### config.mk
export PLATFORM = sky130hd
export DESIGN_NAME = icache_fetch_top
export DESIGN_NICKNAME = d
export VERILOG_FILES = /design/src/icache_pkg.sv /design/src/icache_tag_array.sv /design/src/icache_controller.sv /design/src/fetch_unit.sv /design/src/icache_fetch_top.sv
export SDC_FILE = /design/constraint.sdc
export NUM_CORES = 2
export LEC_CHECK = 0
export ABC_AREA = 1
export BUFFER_PORTS_ARGS = -buffer_cell sky130_fd_sc_hd__buf_2
export CAP_MARGIN = 0
export CORE_MARGIN = 4
export CORE_UTILIZATION = 30
export CTS_CLUSTER_SIZE = 16
export DETAILED_ROUTE_END_ITERATION = 10
export GPL_TIMING_DRIVEN = 0
export PLACE_DENSITY = 0.41
export SYNTH_ARGS = -nofsm -noshare
export SYNTH_HDL_FRONTEND = slang
export SYNTH_SLANG_ARGS = --single-unit
### constraint.sdc
create_clock -name clk -period 9.25 [get_ports clk]
set_input_delay 1.85 -clock clk [delete_from_list [all_inputs] [get_ports clk]]
set_output_delay 1.85 -clock clk [all_outputs]
set_load 0.03 [all_outputs]
### src/icache_pkg.sv
package icache_pkg;

    // address geometry
    localparam int addr_w = 32;
    localparam int index_w = 6;
    localparam int num_lines = 1 << index_w;
    localparam int offset_w = 2;
    localparam int tag_w = addr_w - index_w - offset_w;

    // credits held after reset
    localparam int mem_credits = 2;
    localparam int fetch_credits = 2;
    localparam int mem_credit_w = $clog2(mem_credits + 1);
    localparam int fetch_credit_w = $clog2(fetch_credits + 1);

    localparam logic [addr_w-1:0] reset_pc = 32'h0000_0100;

    // controller states
    localparam int ctrl_state_w = 3;
    localparam logic [ctrl_state_w-1:0] st_idle = 3'd0;
    localparam logic [ctrl_state_w-1:0] st_compare = 3'd1;
    localparam logic [ctrl_state_w-1:0] st_refill_req = 3'd2;
    localparam logic [ctrl_state_w-1:0] st_refill_wait = 3'd3;
    localparam logic [ctrl_state_w-1:0] st_replay = 3'd4;

    // fetch address, as a plain word or split for the cache
    typedef union packed {
        logic [addr_w-1:0] raw;
        struct packed {
            logic [tag_w-1:0] tag;
            logic [index_w-1:0] index;
            logic [offset_w-1:0] offset;
        } fields;
    } icache_addr_u;

endpackage

### src/icache_tag_array.sv
`timescale 1ns/100ps

module icache_tag_array (
    input  logic                         clk,
    input  logic                         rst,
    input  logic [icache_pkg::index_w-1:0] rd_index,
    input  logic                         wr_en,
    input  logic [icache_pkg::index_w-1:0] wr_index,
    input  logic [icache_pkg::tag_w-1:0]   wr_tag,
    input  logic [31:0]                  wr_data,
    output logic                         rd_valid,
    output logic [icache_pkg::tag_w-1:0]   rd_tag,
    output logic [31:0]                  rd_data
);

    import icache_pkg::*;

    logic [num_lines-1:0] valid_q;
    logic [tag_w-1:0] tag_mem [num_lines];
    logic [31:0] data_mem [num_lines];
    logic fwd;

    // same-index write during a read
    assign fwd = wr_en && (wr_index == rd_index);

    always_ff @(posedge clk)
    begin
        if (rst)
        begin
            valid_q <= '0;
        end
        else if (wr_en)
        begin
            valid_q[wr_index] <= 1'b1;
        end
    end

    always_ff @(posedge clk)
    begin
        if (wr_en)
        begin
            tag_mem[wr_index] <= wr_tag;
            data_mem[wr_index] <= wr_data;
        end
    end

    always_ff @(posedge clk)
    begin
        if (rst)
        begin
            rd_valid <= 1'b0;
        end
        else
        begin
            rd_valid <= fwd ? 1'b1 : valid_q[rd_index];
        end
    end

    // forward the refill so a replay sees the new line
    always_ff @(posedge clk)
    begin
        if (fwd)
        begin
            rd_tag <= wr_tag;
            rd_data <= wr_data;
        end
        else
        begin
            rd_tag <= tag_mem[rd_index];
            rd_data <= data_mem[rd_index];
        end
    end

endmodule

### src/icache_controller.sv
`timescale 1ns/100ps

module icache_controller (
    input  logic                           clk,
    input  logic                           rst,
    input  logic                           lookup_valid,
    input  icache_pkg::icache_addr_u       lookup_addr,
    output logic                           lookup_ready,
    output logic                           hit_valid,
    output logic [31:0]                    hit_data,
    output logic [icache_pkg::index_w-1:0] rd_index,
    input  logic                           rd_valid,
    input  logic [icache_pkg::tag_w-1:0]   rd_tag,
    input  logic [31:0]                    rd_data,
    output logic                           wr_en,
    output logic [icache_pkg::index_w-1:0] wr_index,
    output logic [icache_pkg::tag_w-1:0]   wr_tag,
    output logic [31:0]                    wr_data,
    output logic                           mem_req_valid,
    output logic [icache_pkg::addr_w-1:0]  mem_req_addr,
    input  logic                           mem_rsp_valid,
    input  logic [31:0]                    mem_rsp_data,
    input  logic                           mem_credit_return
);

    import icache_pkg::*;

    logic [ctrl_state_w-1:0] state;
    logic [ctrl_state_w-1:0] state_next;
    icache_addr_u addr_q;
    logic [mem_credit_w-1:0] credit_cnt;
    logic hit;

    assign lookup_ready = (state == st_idle);

    // idle reads the incoming index, all other states the held one
    assign rd_index = (state == st_idle) ? lookup_addr.fields.index : addr_q.fields.index;

    assign hit = rd_valid && (rd_tag == addr_q.fields.tag);

    assign mem_req_valid = (state == st_refill_req) && (credit_cnt != '0);
    assign mem_req_addr = {addr_q.fields.tag, addr_q.fields.index, {offset_w{1'b0}}};

    // refill writes the word as it arrives
    assign wr_en = (state == st_refill_wait) && mem_rsp_valid;
    assign wr_index = addr_q.fields.index;
    assign wr_tag = addr_q.fields.tag;
    assign wr_data = mem_rsp_data;

    always_comb
    begin
        state_next = state;
        case (state)
            st_idle:
            begin
                if (lookup_valid)
                begin
                    state_next = st_compare;
                end
            end
            st_compare:
            begin
                state_next = hit ? st_idle : st_refill_req;
            end
            st_refill_req:
            begin
                if (mem_req_valid)
                begin
                    state_next = st_refill_wait;
                end
            end
            st_refill_wait:
            begin
                if (mem_rsp_valid)
                begin
                    state_next = st_replay;
                end
            end
            st_replay:
            begin
                state_next = st_compare;
            end
            default:
            begin
                state_next = st_idle;
            end
        endcase
    end

    always_ff @(posedge clk)
    begin
        if (rst)
        begin
            state <= st_idle;
        end
        else
        begin
            state <= state_next;
        end
    end

    always_ff @(posedge clk)
    begin
        if (lookup_valid && lookup_ready)
        begin
            addr_q <= lookup_addr;
        end
        hit_data <= rd_data;
    end

    always_ff @(posedge clk)
    begin
        if (rst)
        begin
            hit_valid <= 1'b0;
        end
        else
        begin
            hit_valid <= (state == st_compare) && hit;
        end
    end

    always_ff @(posedge clk)
    begin
        if (rst)
        begin
            credit_cnt <= mem_credit_w'(mem_credits);
        end
        else
        begin
            credit_cnt <= credit_cnt - mem_credit_w'(mem_req_valid)
                        + mem_credit_w'(mem_credit_return);
        end
    end

    a_req_needs_credit: assert property (@(posedge clk) disable iff (rst)
        $rose(mem_req_valid) |-> $past(credit_cnt) != '0 || $past(mem_credit_return));

    a_credit_bound: assert property (@(posedge clk) disable iff (rst)
        credit_cnt <= mem_credits);

    a_hit_after_compare: assert property (@(posedge clk) disable iff (rst)
        hit_valid |-> $past(state == st_compare));

endmodule

### src/fetch_unit.sv
`timescale 1ns/100ps

module fetch_unit (
    input  logic                          clk,
    input  logic                          rst,
    input  logic                          redirect_valid,
    input  logic [icache_pkg::addr_w-1:0] redirect_pc,
    output logic                          lookup_valid,
    output icache_pkg::icache_addr_u      lookup_addr,
    input  logic                          lookup_ready,
    input  logic                          hit_valid,
    input  logic [31:0]                   hit_data,
    output logic                          instr_valid,
    output logic [icache_pkg::addr_w-1:0] instr_pc,
    output logic [31:0]                   instr_data,
    input  logic                          fetch_credit_return
);

    import icache_pkg::*;

    logic [addr_w-1:0] pc_q;
    icache_addr_u open_pc_q;
    icache_addr_u issue_addr;
    logic open_q;
    logic stale_q;
    logic [fetch_credit_w-1:0] credit_cnt;
    logic issue;
    logic deliver;
    logic squash;

    // one lookup at a time, and only with a credit for its answer
    assign issue = !open_q && (credit_cnt != '0) && !redirect_valid;
    assign deliver = hit_valid && !stale_q && !redirect_valid;
    assign squash = hit_valid && !deliver;

    assign lookup_addr = open_pc_q;

    always_comb
    begin
        issue_addr.raw = pc_q;
        issue_addr.fields.offset = '0;
    end

    always_ff @(posedge clk)
    begin
        if (rst)
        begin
            pc_q <= reset_pc;
            open_q <= 1'b0;
            stale_q <= 1'b0;
            lookup_valid <= 1'b0;
            instr_valid <= 1'b0;
        end
        else
        begin
            if (redirect_valid)
            begin
                pc_q <= redirect_pc;
            end
            else if (deliver)
            begin
                pc_q <= pc_q + addr_w'(4);
            end

            if (issue)
            begin
                open_q <= 1'b1;
                stale_q <= 1'b0;
                lookup_valid <= 1'b1;
            end
            else
            begin
                if (lookup_valid && lookup_ready)
                begin
                    lookup_valid <= 1'b0;
                end
                if (hit_valid)
                begin
                    open_q <= 1'b0;
                end
                else if (redirect_valid && open_q)
                begin
                    stale_q <= 1'b1;
                end
            end

            instr_valid <= deliver;
        end
    end

    always_ff @(posedge clk)
    begin
        if (issue)
        begin
            open_pc_q <= issue_addr;
        end
        if (deliver)
        begin
            instr_pc <= open_pc_q.raw;
            instr_data <= hit_data;
        end
    end

    // reserve on issue, hand back on squash
    always_ff @(posedge clk)
    begin
        if (rst)
        begin
            credit_cnt <= fetch_credit_w'(fetch_credits);
        end
        else
        begin
            credit_cnt <= credit_cnt - fetch_credit_w'(issue)
                        + fetch_credit_w'(fetch_credit_return)
                        + fetch_credit_w'(squash);
        end
    end

    a_instr_reserved: assert property (@(posedge clk) disable iff (rst)
        instr_valid |-> $past(open_q && hit_valid));

    a_single_lookup: assert property (@(posedge clk) disable iff (rst)
        (lookup_valid && lookup_ready) |=> !lookup_valid until_with hit_valid);

endmodule

### src/icache_fetch_top.sv
`timescale 1ns/100ps

module icache_fetch_top (
    input  logic                          clk,
    input  logic                          rst,
    input  logic                          redirect_valid,
    input  logic [icache_pkg::addr_w-1:0] redirect_pc,
    output logic                          instr_valid,
    output logic [icache_pkg::addr_w-1:0] instr_pc,
    output logic [31:0]                   instr_data,
    input  logic                          fetch_credit_return,
    output logic                          mem_req_valid,
    output logic [icache_pkg::addr_w-1:0] mem_req_addr,
    input  logic                          mem_rsp_valid,
    input  logic [31:0]                   mem_rsp_data,
    input  logic                          mem_credit_return
);

    import icache_pkg::*;

    // fetch to cache
    logic lookup_valid;
    logic lookup_ready;
    icache_addr_u lookup_addr;
    logic hit_valid;
    logic [31:0] hit_data;

    // cache to array
    logic [index_w-1:0] rd_index;
    logic rd_valid;
    logic [tag_w-1:0] rd_tag;
    logic [31:0] rd_data;
    logic wr_en;
    logic [index_w-1:0] wr_index;
    logic [tag_w-1:0] wr_tag;
    logic [31:0] wr_data;

    fetch_unit u_fetch_unit (
        .clk                (clk),
        .rst                (rst),
        .redirect_valid     (redirect_valid),
        .redirect_pc        (redirect_pc),
        .lookup_valid       (lookup_valid),
        .lookup_addr        (lookup_addr),
        .lookup_ready       (lookup_ready),
        .hit_valid          (hit_valid),
        .hit_data           (hit_data),
        .instr_valid        (instr_valid),
        .instr_pc           (instr_pc),
        .instr_data         (instr_data),
        .fetch_credit_return(fetch_credit_return)
    );

    icache_controller u_icache_controller (
        .clk              (clk),
        .rst              (rst),
        .lookup_valid     (lookup_valid),
        .lookup_addr      (lookup_addr),
        .lookup_ready     (lookup_ready),
        .hit_valid        (hit_valid),
        .hit_data         (hit_data),
        .rd_index         (rd_index),
        .rd_valid         (rd_valid),
        .rd_tag           (rd_tag),
        .rd_data          (rd_data),
        .wr_en            (wr_en),
        .wr_index         (wr_index),
        .wr_tag           (wr_tag),
        .wr_data          (wr_data),
        .mem_req_valid    (mem_req_valid),
        .mem_req_addr     (mem_req_addr),
        .mem_rsp_valid    (mem_rsp_valid),
        .mem_rsp_data     (mem_rsp_data),
        .mem_credit_return(mem_credit_return)
    );

    icache_tag_array u_icache_tag_array (
        .clk     (clk),
        .rst     (rst),
        .rd_index(rd_index),
        .wr_en   (wr_en),
        .wr_index(wr_index),
        .wr_tag  (wr_tag),
        .wr_data (wr_data),
        .rd_valid(rd_valid),
        .rd_tag  (rd_tag),
        .rd_data (rd_data)
    );

endmodule

==> flow_metrics.env <==
export IMPL_status="complete, but fails checks"
export IMPL_violations="max-capacitance violations, max-slew violations"
export IMPL_setup_violations=0
export IMPL_cts_hold_buffers_added=0
export IMPL_grt_pass1_wl_mm=958
export IMPL_reg2reg_slack_ps=2400
export IMPL_min_from="u_icache_controller.hit_data[12]$_DFF_P_"
export IMPL_worstPathRequired_ps=10100
export IMPL_finalWeightedCongestion=0.908
export IMPL_wl_per_cell_um=36.6
export IMPL_crit_slowest_cell="clkbuf_1"
export IMPL_worstPathArrival_ps=7710
export IMPL_grt_usage=0.275
export IMPL_nFillCells=48300
export IMPL_tightest_slew_ps=1530
export IMPL_grt_max_degree=65
export IMPL_ys_seq_area_frac=0.759
export IMPL_hold_path_depth=0
export IMPL_yosysWarnings=0
export IMPL_io_pins=168
export IMPL_clock_latency_ps=1030
export IMPL_design_core_area_sq_um=498000
export IMPL_critPathCaptureType="flip-flop"
export IMPL_clockBufferDepth=4
export IMPL_ys_async_sr_fraction=0
export IMPL_slew_headroom=-0.0206
export IMPL_overflow=0
export IMPL_timing_fmax_ghz=0.146
export IMPL_maxCapViolCount=3
export IMPL_rr_endpoint="u_icache_controller.hit_data[21]$_DFF_P_"
export IMPL_cts_sinks=3851
export IMPL_cp_start_kind="flip-flop"
export IMPL_ctsResizeCount=0
export IMPL_cp_max_fo=10
export IMPL_fin_crit_ps=6850
export IMPL_drive_above_1_share=0.116
export IMPL_r2r_cells=10
export IMPL_critPathKind="reg -> reg"
export IMPL_vias_per_cell=5.58
export IMPL_initial_core_util=0.302
export IMPL_cp_buffers_inverters=6
export IMPL_die_width_um=716
export IMPL_clkSlewWorstSetupHoldPaths_ps=60
export IMPL_rsz0062_at_grt="no"
export IMPL_power_density_nw_per_um2=286
export IMPL_leakagePower_nw=60.5
export IMPL_drv_slew=32
export IMPL_finalHoldViolCount=0
export IMPL_drt_iter0_markers=16200
export IMPL_dp_hpwl_mm=523
export IMPL_syn_to_final_growth_pct=21.7
export IMPL_drc=0
export IMPL_min_path_type="reg -> reg"
export IMPL_synthCells=11800
export IMPL_whs_endpoint="u_fetch_unit.instr_data[12]$_DFFE_PP_"
export IMPL_synthDistinctLibCells=46
export IMPL_cpPeakStageDelay_ps=1070
export IMPL_die_area_sq_um=513000
export IMPL_antenna_found_initial=70
export IMPL_vias=111000
export IMPL_clock_skew_ps=90.0
export IMPL_routed_wirelength_mm=727
export IMPL_nets=12900
export IMPL_path_cells="buf_4 -> buf_2 -> buf_2 -> buf_2 -> clkbuf_1 -> clkbuf_1 -> nor2_1 -> o32ai_1 -> o21ai_0 -> o22ai_1"
export IMPL_synthesis_area_sq_um=150000
export IMPL_htreeDepth=5
export IMPL_io_buffer_count=160
export IMPL_finalCritPeriodShare=0.741
export IMPL_ir_drop_mv=0.176
export IMPL_hold_slack_ps=400
export IMPL_avgSynthCellArea_sq_um=12.7
export IMPL_cts_buffers=431
export IMPL_critPathMostFrequentCell="buf_2"
export IMPL_die_h_um=716
export IMPL_ys_seq_elements=3851
export IMPL_cp_top_family="buffers and inverters"
export IMPL_ant_nets=0
export IMPL_cts_tree="yes"
export IMPL_cts_root_buf="clkbuf_16"
export IMPL_row_count=259
export IMPL_tns_ps=0
export IMPL_yosys_most_used_dff="edfxtp_1"
export IMPL_first_pass_iters=6
export IMPL_grt_pass1_vias=103000
export IMPL_synth_enable_flop_cells=3706
export IMPL_post_cts_buffers=0
per-layer routing:
metal,global-route usage,share of wire,vias to the layer above
met3,0.0458,0.086,1192
met2,0.439,0.46,6375
met4,0.109,0.046,10
met1,0.374,0.41,57700
met5,0,0.00010,-
li1,-,-,45500
stage by stage:
step | instance area, sq um | cells | worst slack, ps | total power, mW | utilization
floorplan | 150000 | 11800 | 3650 | 27.0 | -
global placement | 160000 | 18600 | -4390 | 35.0 | 0.320
detailed placement | 169000 | 19000 | 2710 | 35.3 | 0.339
CTS | 183000 | 19800 | 2650 | 52.2 | 0.367
global route | 183000 | 19800 | 2720 | 53.8 | 0.367
finish | 183000 | 19900 | 2400 | 52.4 | 0.367
layout make-up:
type	count	area (sq um)	area share
Timing Repair Buffer	568	9850	0.0538
Clock inverter	264	2380	0.0130
Clock buffer	538	11400	0.0624
Multi-Input combinational cell	7073	33000	0.180
Antenna cell	26	65.1	0.000356
Buffer	813	3440	0.0188
Tap cell	6655	8330	0.0455
Inverter	84	315	0.00172
Sequential cell	3851	114000	0.624
worst max path at each step:
stage                        start                                             to  slack (ps)  cells after the start
global route             flip-flop       u_icache_controller.hit_data[21]$_DFF_P_        2720                     10
detailed placement       flip-flop       u_icache_controller.hit_data[21]$_DFF_P_        2710                     10
CTS                      flip-flop       u_icache_controller.hit_data[21]$_DFF_P_        2650                     10
global placement     mem_rsp_valid  u_icache_tag_array.data_mem[43][20]$_DFFE_PP_       -4390                      5
finish                   flip-flop       u_icache_controller.hit_data[21]$_DFF_P_        2400                     10
floorplan           redirect_valid          u_fetch_unit.credit_cnt[1]$_SDFF_PP1_        3650                      7
cell families after synthesis:
group                    count (synthesis)  share of synthesized area
buffers and inverters                  897                     0.0248
flip-flops                            3851                      0.759
AO/OA/AOI/OAI                         2120                     0.0777
AND/OR/NAND/NOR                       4919                      0.136
XOR/XNOR                                25                    0.00146
other                                    1                  0.0000249
adder cells (fa/ha/maj)                  5                   0.000466
flip-flops by register name, summed over array words and instances (netlist names), 3 cells and up, named ones only:
register                      flops
u_fetch_unit.lookup_addr         30
u_icache_controller.state         3
u_fetch_unit.instr_pc            30
u_icache_tag_array.data_mem    2048
u_fetch_unit.pc_q                30
u_icache_tag_array.valid_q       64
u_fetch_unit.instr_data          32
u_icache_controller.hit_data     32
u_icache_controller.addr_q       30
u_icache_tag_array.tag_mem     1536
cell usage after synthesis (40+ instances only):
master    instances  area share
edfxtp_1       3706        0.74
nand2_1        1726       0.043
nor2_1         1659       0.041
nand3_1        1479       0.049
o21ai_0        1342       0.045
o22ai_1         650       0.027
clkbuf_1        499       0.012
buf_2           234      0.0078
dfxtp_1         145       0.019
inv_1            79      0.0020
buf_1            62      0.0015
o32ai_1          40      0.0023
layout by cell type, fill, tap and decap left out, types with 5 or more instances in the layout:
cell | netlist | layout
edfxtp_1 | 3706 | 3706
nand2_1 | 1726 | 1726
nor2_1 | 1659 | 1594
nand3_1 | 1479 | 1479
o21ai_0 | 1342 | 1341
o22ai_1 | 650 | 650
clkbuf_1 | 499 | 576
clkbuf_16 | 0 | 437
buf_2 | 234 | 368
buf_12 | 0 | 274
dfxtp_1 | 145 | 145
buf_16 | 0 | 119
clkinv_1 | 1 | 112
clkinv_2 | 0 | 85
inv_1 | 79 | 79
nor2_4 | 1 | 66
buf_1 | 62 | 56
buf_4 | 17 | 50
o32ai_1 | 40 | 39
o21ai_1 | 35 | 36
bufinv_16 | 0 | 33
diode_2 | 0 | 26
xor2_1 | 19 | 19
a21oi_1 | 16 | 16
nor3_1 | 15 | 14
clkbuf_2 | 0 | 11
nand3b_1 | 11 | 11
a31oi_1 | 11 | 11
buf_8 | 0 | 11
nand4_1 | 10 | 10
clkbuf_8 | 0 | 10
inv_6 | 0 | 9
clkinv_16 | 0 | 9
a22o_1 | 6 | 6
xnor2_1 | 6 | 6
clkinvlp_4 | 0 | 6
clkinv_8 | 0 | 5
report_power, final:
group	internal, mW	leakage [nW]	switching (mW)
Sequential	19.4	34.5	0.155
Clock	9.67	6.76	7.36
Combinational	3.42	19.2	12.3
Note: power is estimated with default switching activity, not from simulation.
